[src/hdl/cart_pkg.sv]
// Loader widths, header word offsets, map mode codes, coprocessor codes and header word union
`default_nettype none

package cart_pkg;

	// ==============================
	// Widths
	// ==============================

	// Byte address into cartridge memory
	localparam int ROM_ADDR_W     = 24;
	localparam int HOST_ADDR_W    = 25;
	localparam int DATA_W         = 16;

	// Copier header is file size mod 1024
	localparam int SMC_ALIGN_BITS = 10;

	// ==============================
	// Internal cartridge header
	// ==============================

	// Word offsets inside the 32K header bank
	localparam logic [15:0] HDR_MAPPER_OFS  = 16'h7FD4;
	localparam logic [15:0] HDR_TYPE_OFS    = 16'h7FD6;
	localparam logic [15:0] HDR_RAM_OFS     = 16'h7FD8;
	localparam logic [15:0] HDR_COMPANY_OFS = 16'h7FDA;

	// Map modes, also the low bits of rom type
	localparam logic [1:0] MAP_LOROM   = 2'd0;
	localparam logic [1:0] MAP_HIROM   = 2'd1;
	localparam logic [1:0] MAP_EXHIROM = 2'd2;

	// Smallest ROM size the core ever decodes
	localparam logic [3:0] MIN_ROM_SIZE_CODE = 4'd12;
	// GSU carts always get 64K of RAM
	localparam logic [3:0] GSU_RAM_SIZE_CODE = 4'd6;

	// ==============================
	// Coprocessor codes, upper nibble of rom type
	// ==============================
	localparam logic [3:0] CHIP_CX4     = 4'h4;
	localparam logic [3:0] CHIP_SDD1    = 4'h5;
	localparam logic [3:0] CHIP_SA1     = 4'h6;
	localparam logic [3:0] CHIP_GSU     = 4'h7;
	localparam logic [3:0] CHIP_DSP1    = 4'h8;
	localparam logic [3:0] CHIP_DSP2    = 4'h9;
	localparam logic [3:0] CHIP_DSP3    = 4'hA;
	localparam logic [3:0] CHIP_DSP4    = 4'hB;
	localparam logic [3:0] CHIP_OBC1    = 4'hC;
	localparam logic [3:0] CHIP_SPC7110 = 4'hD;

	// Header word seen as two bytes, odd address in the high byte
	typedef struct packed {
		logic [7:0] hi;
		logic [7:0] lo;
	} hdr_bytes_t;

	// Same word at the type offset: rom size code above the cart type
	typedef struct packed {
		logic [3:0] spare;
		logic [3:0] rom_size;
		logic [7:0] cart_type;
	} hdr_info_t;

	typedef union packed {
		hdr_bytes_t bytes;
		hdr_info_t  info;
	} hdr_word_u;

endpackage

`default_nettype wire

[src/hdl/load_port.sv]
// Host side four-phase slave with word capture and copier header removal
`timescale 1ns/100ps
`default_nettype none

module load_port #(
	parameter int ROM_ADDR_W = cart_pkg::ROM_ADDR_W
) (
	input  logic                             clk_sys,
	input  logic                             RESET_N,
	input  logic                             host_req,
	input  logic [cart_pkg::HOST_ADDR_W-1:0] host_addr,
	input  logic [cart_pkg::DATA_W-1:0]      host_data,
	input  logic [ROM_ADDR_W-1:0]            host_filesize,
	input  logic                             wr_ready,
	output logic                             host_ack,
	output logic                             word_valid,
	output logic [ROM_ADDR_W-1:0]            word_addr,
	output logic [cart_pkg::DATA_W-1:0]      word_data,
	output logic                             word_write
);
	import cart_pkg::*;

	logic [SMC_ALIGN_BITS-1:0] smc_ofs;
	logic [HOST_ADDR_W-1:0]    addr_adj;
	logic                      in_smc;
	logic                      pend;
	logic                      take;

	// Copier header length from the low file size bits
	assign smc_ofs  = host_filesize[SMC_ALIGN_BITS-1:0];
	assign addr_adj = host_addr - HOST_ADDR_W'(smc_ofs);
	assign in_smc   = host_addr < HOST_ADDR_W'(smc_ofs);

	// New request, not yet acked, and room downstream
	assign take = host_req && !host_ack && !pend && wr_ready;

	// ==============================
	// Handshake control
	// ==============================
	always_ff @(posedge clk_sys) begin
		if (!RESET_N) begin
			pend       <= 1'b0;
			host_ack   <= 1'b0;
			word_valid <= 1'b0;
		end else begin
			word_valid <= 1'b0;
			if (take) begin
				pend <= 1'b1;
			end
			if (pend) begin
				// Word captured last cycle
				pend       <= 1'b0;
				host_ack   <= 1'b1;
				word_valid <= 1'b1;
			end else if (host_ack && !host_req) begin
				host_ack <= 1'b0;
			end
		end
	end

	// Captured word, qualified by word_valid
	always_ff @(posedge clk_sys) begin
		if (take) begin
			word_addr  <= addr_adj[ROM_ADDR_W-1:0];
			word_data  <= host_data;
			// Header words are acked but never stored
			word_write <= !in_smc;
		end
	end

endmodule

`default_nettype wire

[src/hdl/header_parser.sv]
// Cartridge header field capture and ROM and RAM mask computation
`timescale 1ns/100ps
`default_nettype none

module header_parser (
	input  logic                            clk_sys,
	input  logic                            RESET_N,
	input  logic                            download,
	input  logic [1:0]                      map_mode,
	input  logic                            word_valid,
	input  logic [cart_pkg::ROM_ADDR_W-1:0] word_addr,
	input  logic [cart_pkg::DATA_W-1:0]     word_data,
	output logic [7:0]                      mapper,
	output logic [7:0]                      cart_type,
	output logic [3:0]                      rom_size,
	output logic [7:0]                      company,
	output logic [cart_pkg::ROM_ADDR_W-1:0] ram_mask_hdr,
	output logic [cart_pkg::ROM_ADDR_W-1:0] rom_mask,
	output logic [1:0]                      map_bits
);
	import cart_pkg::*;

	logic                  download_d;
	logic [3:0]            ram_size;
	logic [3:0]            rom_code;
	logic [ROM_ADDR_W-1:0] hdr_base;
	hdr_word_u             hw;
	logic                  hit_mapper;
	logic                  hit_type;
	logic                  hit_ram;
	logic                  hit_company;

	assign hw = word_data;

	// Header bank base per map mode
	always_comb begin
		case (map_bits)
			MAP_HIROM:   hdr_base = ROM_ADDR_W'(24'h008000);
			MAP_EXHIROM: hdr_base = ROM_ADDR_W'(24'h408000);
			default:     hdr_base = '0;
		endcase
	end

	assign hit_mapper  = word_addr == hdr_base + ROM_ADDR_W'(HDR_MAPPER_OFS);
	assign hit_type    = word_addr == hdr_base + ROM_ADDR_W'(HDR_TYPE_OFS);
	assign hit_ram     = word_addr == hdr_base + ROM_ADDR_W'(HDR_RAM_OFS);
	assign hit_company = word_addr == hdr_base + ROM_ADDR_W'(HDR_COMPANY_OFS);

	// ==============================
	// Field capture
	// ==============================
	always_ff @(posedge clk_sys) begin
		if (!RESET_N) begin
			download_d <= 1'b0;
			map_bits   <= MAP_LOROM;
			ram_size   <= 4'd0;
			mapper     <= 8'd0;
			cart_type  <= 8'd0;
			rom_size   <= 4'd0;
			company    <= 8'd0;
		end else begin
			download_d <= download;
			// New image starts with no RAM
			if (download && !download_d) begin
				ram_size <= 4'd0;
				map_bits <= map_mode;
			end
			if (word_valid) begin
				if (hit_mapper) begin
					mapper <= hw.bytes.hi;
				end
				if (hit_type) begin
					rom_size  <= hw.info.rom_size;
					cart_type <= hw.info.cart_type;
				end
				if (hit_ram) begin
					ram_size <= hw.bytes.lo[3:0];
				end
				if (hit_company) begin
					company <= hw.bytes.lo;
				end
			end
		end
	end

	// Mask is 1K << size code, minus one
	assign rom_code = (rom_size < 4'd7) ? MIN_ROM_SIZE_CODE : rom_size;
	assign rom_mask = (ROM_ADDR_W'(1024) << rom_code) - ROM_ADDR_W'(1);

	// No RAM gives an empty mask
	assign ram_mask_hdr = (ram_size == 4'd0) ? '0 :
		(ROM_ADDR_W'(1024) << ram_size) - ROM_ADDR_W'(1);

endmodule

`default_nettype wire

[src/hdl/chip_detect.sv]
// End of download coprocessor classification, final RAM mask and cart ready flag
`timescale 1ns/100ps
`default_nettype none

module chip_detect (
	input  logic                            clk_sys,
	input  logic                            RESET_N,
	input  logic                            download,
	input  logic [7:0]                      mapper,
	input  logic [7:0]                      cart_type,
	input  logic [3:0]                      rom_size,
	input  logic [7:0]                      company,
	input  logic [cart_pkg::ROM_ADDR_W-1:0] ram_mask_hdr,
	input  logic [1:0]                      map_bits,
	output logic [7:0]                      rom_type,
	output logic [cart_pkg::ROM_ADDR_W-1:0] ram_mask,
	output logic                            cart_ready
);
	import cart_pkg::*;

	// Fixed 64K RAM for GSU carts
	localparam logic [ROM_ADDR_W-1:0] GSU_RAM_MASK =
		(ROM_ADDR_W'(1024) << GSU_RAM_SIZE_CODE) - ROM_ADDR_W'(1);

	logic                  download_d;
	logic                  classified;
	logic [3:0]            chip_nib;
	logic                  type_bit3;
	logic                  is_gsu;

	// ==============================
	// Priority table
	// ==============================
	always_comb begin
		chip_nib  = 4'h0;
		type_bit3 = 1'b0;
		is_gsu    = 1'b0;
		if (mapper == 8'h30 && cart_type == 8'h05 && company == 8'hB2) begin
			chip_nib = CHIP_DSP3;
		end else if (((mapper == 8'h20 || mapper == 8'h21) && cart_type == 8'h03) ||
				(mapper == 8'h30 && cart_type == 8'h05) ||
				(mapper == 8'h31 && (cart_type == 8'h03 || cart_type == 8'h05))) begin
			chip_nib = CHIP_DSP1;
		end else if (mapper == 8'h20 && cart_type == 8'h05) begin
			chip_nib = CHIP_DSP2;
		end else if (mapper == 8'h30 && cart_type == 8'h03) begin
			chip_nib = CHIP_DSP4;
		end else if (mapper == 8'h30 && cart_type == 8'h25) begin
			chip_nib = CHIP_OBC1;
		end else if (mapper == 8'h32 && (cart_type == 8'h43 || cart_type == 8'h45)) begin
			chip_nib = CHIP_SDD1;
		end else if (mapper == 8'h30 && cart_type == 8'hF6) begin
			// ST0xx shares the DSP slot with bit 3 set and bit 5 for small ROMs
			chip_nib  = CHIP_DSP1 | ((rom_size < 4'd10) ? 4'b0010 : 4'b0000);
			type_bit3 = 1'b1;
		end else if (mapper == 8'h20 && (cart_type == 8'h13 || cart_type == 8'h14 ||
				cart_type == 8'h15 || cart_type == 8'h1A)) begin
			chip_nib = CHIP_GSU;
			is_gsu   = 1'b1;
		end else if (mapper == 8'h23 && (cart_type == 8'h32 || cart_type == 8'h34 ||
				cart_type == 8'h35)) begin
			chip_nib = CHIP_SA1;
		end else if (mapper == 8'h3A && (cart_type == 8'hF5 || cart_type == 8'hF9)) begin
			chip_nib  = CHIP_SPC7110;
			// RTC variant
			type_bit3 = cart_type[3];
		end else if (mapper == 8'h20 && cart_type == 8'hF3) begin
			chip_nib = CHIP_CX4;
		end
	end

	always_ff @(posedge clk_sys) begin
		if (!RESET_N) begin
			download_d <= 1'b0;
			classified <= 1'b0;
			rom_type   <= 8'd0;
			ram_mask   <= '0;
			cart_ready <= 1'b0;
		end else begin
			download_d <= download;
			classified <= 1'b0;
			if (download) begin
				cart_ready <= 1'b0;
			end else if (classified) begin
				cart_ready <= 1'b1;
			end
			// Download just ended
			if (download_d && !download) begin
				rom_type   <= {chip_nib, type_bit3, 1'b0, map_bits};
				ram_mask   <= is_gsu ? GSU_RAM_MASK : ram_mask_hdr;
				classified <= 1'b1;
			end
		end
	end

endmodule

`default_nettype wire

[src/hdl/rom_write_port.sv]
// One word write buffer and memory side four-phase master
`timescale 1ns/100ps
`default_nettype none

module rom_write_port #(
	parameter int ROM_ADDR_W = cart_pkg::ROM_ADDR_W
) (
	input  logic                        clk_sys,
	input  logic                        RESET_N,
	input  logic                        word_valid,
	input  logic                        word_write,
	input  logic [ROM_ADDR_W-1:0]       word_addr,
	input  logic [cart_pkg::DATA_W-1:0] word_data,
	input  logic                        mem_ack,
	output logic                        wr_ready,
	output logic                        mem_req,
	output logic [ROM_ADDR_W-1:1]       mem_addr,
	output logic [cart_pkg::DATA_W-1:0] mem_data
);
	import cart_pkg::*;

	// FSM states
	localparam logic [1:0] ST_IDLE = 2'd0;
	localparam logic [1:0] ST_LOAD = 2'd1;
	localparam logic [1:0] ST_REQ  = 2'd2;
	localparam logic [1:0] ST_REL  = 2'd3;

	logic [1:0] state;
	logic       load;

	// Skipped header words never fill the buffer
	assign load     = (state == ST_IDLE) && word_valid && word_write;
	assign wr_ready = (state == ST_IDLE);

	always_ff @(posedge clk_sys) begin
		if (!RESET_N) begin
			state   <= ST_IDLE;
			mem_req <= 1'b0;
		end else begin
			case (state)
				ST_IDLE: begin
					if (load) begin
						state <= ST_LOAD;
					end
				end
				ST_LOAD: begin
					mem_req <= 1'b1;
					state   <= ST_REQ;
				end
				ST_REQ: begin
					if (mem_ack) begin
						mem_req <= 1'b0;
						state   <= ST_REL;
					end
				end
				default: begin
					// Wait for the memory to release ack
					if (!mem_ack) begin
						state <= ST_IDLE;
					end
				end
			endcase
		end
	end

	// Word buffer, held through the whole memory handshake
	always_ff @(posedge clk_sys) begin
		if (load) begin
			mem_addr <= word_addr[ROM_ADDR_W-1:1];
			mem_data <= word_data;
		end
	end

endmodule

`default_nettype wire

[src/hdl/cart_loader_top.sv]
// Cartridge loader top level connecting host port, header parser, chip detect and write port
`timescale 1ns/100ps
`default_nettype none

module cart_loader_top #(
	parameter int ROM_ADDR_W = cart_pkg::ROM_ADDR_W
) (
	input  logic                             clk_sys,
	input  logic                             RESET_N,
	input  logic                             download,
	input  logic [1:0]                       map_mode,
	input  logic [ROM_ADDR_W-1:0]            host_filesize,
	input  logic                             host_req,
	output logic                             host_ack,
	input  logic [cart_pkg::HOST_ADDR_W-1:0] host_addr,
	input  logic [cart_pkg::DATA_W-1:0]      host_data,
	output logic                             mem_req,
	input  logic                             mem_ack,
	output logic [ROM_ADDR_W-1:1]            mem_addr,
	output logic [cart_pkg::DATA_W-1:0]      mem_data,
	output logic [7:0]                       rom_type,
	output logic [cart_pkg::ROM_ADDR_W-1:0]  rom_mask,
	output logic [cart_pkg::ROM_ADDR_W-1:0]  ram_mask,
	output logic                             cart_ready
);
	import cart_pkg::*;

	// Captured word stream
	logic                  word_valid;
	logic                  word_write;
	logic [ROM_ADDR_W-1:0] word_addr;
	logic [DATA_W-1:0]     word_data;
	logic                  wr_ready;

	// Parsed header fields
	logic [7:0]            mapper;
	logic [7:0]            cart_type;
	logic [3:0]            rom_size;
	logic [7:0]            company;
	logic [ROM_ADDR_W-1:0] ram_mask_hdr;
	logic [1:0]            map_bits;

	load_port #(
		.ROM_ADDR_W(ROM_ADDR_W)
	) u_load_port (
		.clk_sys      (clk_sys),
		.RESET_N      (RESET_N),
		.host_req     (host_req),
		.host_addr    (host_addr),
		.host_data    (host_data),
		.host_filesize(host_filesize),
		.wr_ready     (wr_ready),
		.host_ack     (host_ack),
		.word_valid   (word_valid),
		.word_addr    (word_addr),
		.word_data    (word_data),
		.word_write   (word_write)
	);

	header_parser u_header_parser (
		.clk_sys     (clk_sys),
		.RESET_N     (RESET_N),
		.download    (download),
		.map_mode    (map_mode),
		.word_valid  (word_valid),
		.word_addr   (word_addr),
		.word_data   (word_data),
		.mapper      (mapper),
		.cart_type   (cart_type),
		.rom_size    (rom_size),
		.company     (company),
		.ram_mask_hdr(ram_mask_hdr),
		.rom_mask    (rom_mask),
		.map_bits    (map_bits)
	);

	chip_detect u_chip_detect (
		.clk_sys     (clk_sys),
		.RESET_N     (RESET_N),
		.download    (download),
		.mapper      (mapper),
		.cart_type   (cart_type),
		.rom_size    (rom_size),
		.company     (company),
		.ram_mask_hdr(ram_mask_hdr),
		.map_bits    (map_bits),
		.rom_type    (rom_type),
		.ram_mask    (ram_mask),
		.cart_ready  (cart_ready)
	);

	rom_write_port #(
		.ROM_ADDR_W(ROM_ADDR_W)
	) u_rom_write_port (
		.clk_sys   (clk_sys),
		.RESET_N   (RESET_N),
		.word_valid(word_valid),
		.word_write(word_write),
		.word_addr (word_addr),
		.word_data (word_data),
		.mem_ack   (mem_ack),
		.wr_ready  (wr_ready),
		.mem_req   (mem_req),
		.mem_addr  (mem_addr),
		.mem_data  (mem_data)
	);

endmodule

`default_nettype wire

[config.mk]
export PLATFORM = sky130hd
export DESIGN_NAME = cart_loader_top
export DESIGN_NICKNAME = d
export VERILOG_FILES = /design/src/hdl/cart_pkg.sv /design/src/hdl/load_port.sv /design/src/hdl/header_parser.sv /design/src/hdl/chip_detect.sv /design/src/hdl/rom_write_port.sv /design/src/hdl/cart_loader_top.sv
export SDC_FILE = /design/constraint.sdc
export NUM_CORES = 1
export LEC_CHECK = 0
export BUFFER_PORTS_ARGS = -buffer_cell sky130_fd_sc_hd__buf_2
export CORE_MARGIN = 3
export CORE_UTILIZATION = 49
export DETAILED_ROUTE_END_ITERATION = 10
export PLACE_DENSITY = 0.77
export SETUP_SLACK_MARGIN = 0.05
export SYNTH_ARGS = -nofsm -noshare
export SYNTH_HDL_FRONTEND = slang
export SYNTH_HIERARCHICAL = 1
export SYNTH_SLANG_ARGS = --single-unit
[constraint.sdc]
create_clock -name clk_sys -period 3.91 [get_ports clk_sys]
set_clock_uncertainty 0.2 [all_clocks]
set_input_delay 0.1955 -clock clk_sys [delete_from_list [all_inputs] [get_ports clk_sys]]
set_output_delay 0.1955 -clock clk_sys [all_outputs]
set_load 0.03 [all_outputs]
==> impl_results.rst <==
.. list-table::
   :header-rows: 1

   * - Metric
     - Value
   * - Top achievable clock speed
     - between 300 and 400 MHz
   * - Worst-Margin Slew
     - roughly 1.1 ns
   * - Cell types with the largest area share after synthesis
     - sky130_fd_sc_hd__edfxtp_1, sky130_fd_sc_hd__dfxtp_1, sky130_fd_sc_hd__mux2i_1
   * - Summed negative setup slack over all endpoints
     - 0 ns
   * - Met3 global-route usage
     - 0.06187
   * - Routability Congestion
     - 0.8618
   * - Top cell type's share of synthesized area
     - 0.3327
   * - Largest fanout on the critical path
     - 8
   * - Post-layout net count
     - 934
   * - Async set or reset register ratio after synthesis
     - 0
   * - Filler instances
     - roughly 1200
   * - Global route hottest layer
     - met2
   * - Number of buffers inserted by port buffering
     - between 100 and 150
   * - Xor and xnor fraction of the mapped netlist area
     - 0.02790
   * - Area used by multi-input combinational logic
     - approximately 0.003 mm^2
   * - TritonCTS clock tree
     - built
   * - Estimated wirelength of the detail-placed design
     - roughly 11 mm
   * - Ys flop type
     - sky130_fd_sc_hd__edfxtp_1
   * - Count of max-cap constraint violations
     - 0
   * - Unique masters post-synth
     - 72
   * - Pin count of the biggest net entering global routing
     - 51
   * - Synth warnings
     - 6
   * - Ranking of synthesized cells by instance count
     - sky130_fd_sc_hd__nand2_1, sky130_fd_sc_hd__edfxtp_1, sky130_fd_sc_hd__dfxtp_1, sky130_fd_sc_hd__nor2_1, sky130_fd_sc_hd__a21oi_1
   * - Total count of hold-check failures in the final report
     - 0
   * - Static leakage
     - 3.603 nW
   * - Sort of element at the start of the critical path
     - primary input
   * - Vias per std cell
     - ~5.3
   * - Cell area after layout
     - about 0.0089 mm^2
   * - Final setup violation count
     - 0
   * - Max-slew violation total from the final report
     - 0
   * - Time the final worst path needs with I/O delays and setup
     - ~3.1 ns
   * - Signed area change from the synthesized netlist to the final layout
     - 23.20%
   * - Peak supply drop
     - 0.3141 mV
   * - Sequential Area
     - 0.003904 mm^2
   * - First DRT Iteration DRCs
     - around 390
   * - Count of standard-cell rows
     - 43
   * - Run status
     - finished clean
   * - Post-placement worst setup slack
     - 1.236 ns
   * - Unrepaired setup endpoints after global routing
     - false
   * - Die ar.
     - about 0.016 mm^2
   * - Antenna viol nets, final
     - 0
   * - Met2 demand-to-capacity share in global routing
     - 0.3258
   * - Area fraction in compound gates after synthesis
     - 0.1026
   * - Power density cells
     - 474.2 mW/mm^2
   * - Part of the power in combinational logic
     - 0.146
   * - Switching power of the nets
     - ~1.1 mW
   * - Mux share of post-synthesis cell area
     - 0.05129
   * - Sequential share of power
     - 0.481
   * - Number of cells produced by synthesis
     - approximately 690
   * - Initial standard-cell utilization of the core
     - 0.5103
   * - Overall via count from detail_route
     - between 5000 and 6000
   * - Number of global-route vias before repair
     - 5344
   * - Post-CTS setup buffer count
     - 0
   * - Switching part of the total power
     - 0.2584
   * - Design Power
     - 4.219 mW
   * - Detail-routed net length per standard cell
     - 14.75 um
   * - Portion of the post-synthesis area used by sequential elements
     - 0.5406
   * - Worst-Skew Late Latency
     - 0.42 ns
   * - Aggregate global routing overflow
     - 0
   * - Portion of total power attributed to the clock network
     - 0.373
   * - Fin worst setup slack
     - slightly below 0.8 ns
   * - Core ar.
     - ~0.014 mm^2
   * - Antenna violations before repair
     - 0
   * - Clock tree buffer depth
     - 2
   * - Detailed-router iteration count before antenna repair
     - 6
   * - Clock Sink Count
     - ~160
   * - Combinational family with the most area after synthesis
     - simple AND/OR/NAND/NOR gates
   * - Post-synthesis sequential element count
     - 155
   * - Cell with the most instances after synthesis
     - sky130_fd_sc_hd__nand2_1
   * - Clock input transition at the sequential cells of the worst setup and hold paths
     - approximately 0.060 ns
   * - Area after DPL
     - roughly 0.008 mm^2
   * - Category of the worst setup path capture point
     - register
   * - Per-instance average area after synthesis
     - 10.51 um^2
   * - Final cycle utilization of the critical path
     - 0.7993
   * - Master cell of the clock root buffer
     - sky130_fd_sc_hd__clkbuf_16
   * - Layout cells sized above 1
     - 0.2226
   * - Area share of and/or/nand/nor cells after synthesis
     - 0.1896
   * - Crit path DAT
     - around 3.2 ns
   * - Worst-case headroom to the max-slew limit
     - 0.2692
   * - Class of the tightest hold or removal check
     - primary input to register
   * - Data required time at the worst endpoint
     - roughly 4.0 ns
   * - Library cell occupying the most area in the post-synthesis netlist
     - sky130_fd_sc_hd__edfxtp_1
   * - H-tree levels
     - 4
   * - Cell internal pwr
     - ~3.1 mW
   * - Global routing usage on met1
     - 0.2195
   * - Adder-Cell Fraction of Synth Area
     - 0.03050
   * - Worst setup path category
     - primary input to register
   * - All-layer global routing usage
     - 0.1914
   * - Number of buffers added by the clock tree synthesis step
     - 17
   * - Number of inserted diodes
     - 0
   * - Post-synthesis cell area
     - between 0.007 and 0.008 mm^2
   * - Vert. Die Dim
     - ~130 um
   * - Die outline width
     - around 130 um
   * - Wire length of the first global-routing pass
     - around 25 mm
   * - IO Pins
     - 170
   * - Final routed wirelength across all metal layers
     - 15.32 mm
   * - Post-synth EDFFs
     - 80
   * - Post-detailed-route DRC marker count
     - 0
-- state kept, by name, indices dropped and copies added, names as in the netlist, 2 cells and up --
signal and cells:
u_load_port/word_data 16, u_load_port/word_addr 24, u_rom_write_port/state 2, u_header_parser/map_bits 2, u_chip_detect/rom_type 7, u_header_parser/cart_type 8
u_header_parser/rom_size 4, u_header_parser/ram_size 4, u_header_parser/company 8, u_rom_write_port/mem_addr 23, u_rom_write_port/mem_data 16, u_chip_detect/ram_mask 24
u_header_parser/mapper 8
-- stage by stage --
| stage | hold slack (ns) | utilization | instances |
|---|---|---|---|
| floorplan | 0.07481 | - | 701 |
| CTS | 0.007237 | 0.6287 | 1038 |
| global route | 0.01257 | 0.6287 | 1038 |
| finish | 0.01619 | 0.6287 | 1038 |
| detailed placement | 0.1744 | 0.5591 | 966 |
| global placement | 0.1723 | 0.5591 | 966 |
-- layer usage --
layer  part of all wire  vias to the layer above
li1                   -                     2741
met1               0.40                     2574
met2               0.50                      178
met3              0.073                       28
met4              0.024                        0
met5                  0                        -
-- cell usage in the layout (no fill, tap or decap), types with 5 or more instances in the layout --
cell / count
sky130_fd_sc_hd__ha_1: 16
sky130_fd_sc_hd__mux2i_1: 37
sky130_fd_sc_hd__dlygate4sd3_1: 40
sky130_fd_sc_hd__inv_1: 24
sky130_fd_sc_hd__buf_2: 137
sky130_fd_sc_hd__edfxtp_1: 80
sky130_fd_sc_hd__a21o_1: 5
sky130_fd_sc_hd__o21a_1: 5
sky130_fd_sc_hd__dfxtp_1: 75
sky130_fd_sc_hd__o21ai_0: 27
sky130_fd_sc_hd__and2_1: 6
sky130_fd_sc_hd__xnor2_1: 7
sky130_fd_sc_hd__nand4b_1: 5
sky130_fd_sc_hd__xor2_1: 16
sky130_fd_sc_hd__nand2_1: 84
sky130_fd_sc_hd__conb_1: 16
sky130_fd_sc_hd__clkbuf_16: 20
sky130_fd_sc_hd__nor2b_1: 13
sky130_fd_sc_hd__nand2b_1: 10
sky130_fd_sc_hd__nand3_1: 24
sky130_fd_sc_hd__nor3_1: 10
sky130_fd_sc_hd__nor2_1: 55
sky130_fd_sc_hd__a21oi_1: 42
-- critical path, stage by stage --
cell and delay (ns):
sky130_fd_sc_hd__dlygate4sd3_1 0.53, sky130_fd_sc_hd__buf_2 0.14, sky130_fd_sc_hd__ha_1 0.26, sky130_fd_sc_hd__nor2b_1 0.17, sky130_fd_sc_hd__o2111ai_1 0.24, sky130_fd_sc_hd__a211oi_2 0.54, sky130_fd_sc_hd__nor2_1 0.08, sky130_fd_sc_hd__o41ai_1 0.41
sky130_fd_sc_hd__dlygate4sd3_1 0.63
-- path summary, 6_finish.rpt --
| path | from | endpoint | slack, ns | cells after the start |
|---|---|---|---|---|
| min | host_filesize[0] | u_load_port/word_addr[0]$_DFFE_PP_ | 0.02 | 3 |
| min reg2reg | u_load_port/word_addr[21]$_DFFE_PP_ | u_rom_write_port/mem_addr[21]$_DFFE_PP_ | 0.25 | 0 |
| max reg2reg | u_load_port/word_addr[16]$_DFFE_PP_ | u_header_parser/company[5]$_SDFFE_PN0P_ | 1.25 | 4 |
| max | host_addr[1] | u_load_port/word_write$_DFFE_PP_ | 0.78 | 9 |
-- cells by family after synthesis --
kind of cell	after synthesis
other cells	2
buf+inv	80
compound gates	116
fa+ha+maj	17
mux	37
xor+xnor	23
flops	155
simple gates	257
-- layout make-up --
class / instances / share of cell area
Sequential cell: 155 / 0.4388
Multi-Input combinational cell: 466 / 0.3346
Timing Repair Buffer: 181 / 0.1255
Clock buffer: 27 / 0.06259
Inverter: 24 / 0.01013
Clock inverter: 5 / 0.003094
Tap cell: 180 / 0.02532
-- what timing repair did --
action	4_1_cts	5_1_grt
hold buffers	40	0
hold endpoints to repair	41	0
resized for setup	0	0
-- power by group through the flow --
stage / clock network (mW) / logic [mW] / registers [mW]
2_1_floorplan: 0 / 0.327 / 2.14
3_3_place_gp: 0 / 0.577 / 2.06
3_5_place_dp: 0 / 0.588 / 2.06
4_1_cts: 1.61 / 0.619 / 2.03
5_1_grt: 1.68 / 0.671 / 2.05
6_report: 1.57 / 0.615 / 2.03
Note: power is estimated with default switching activity, not from simulation.
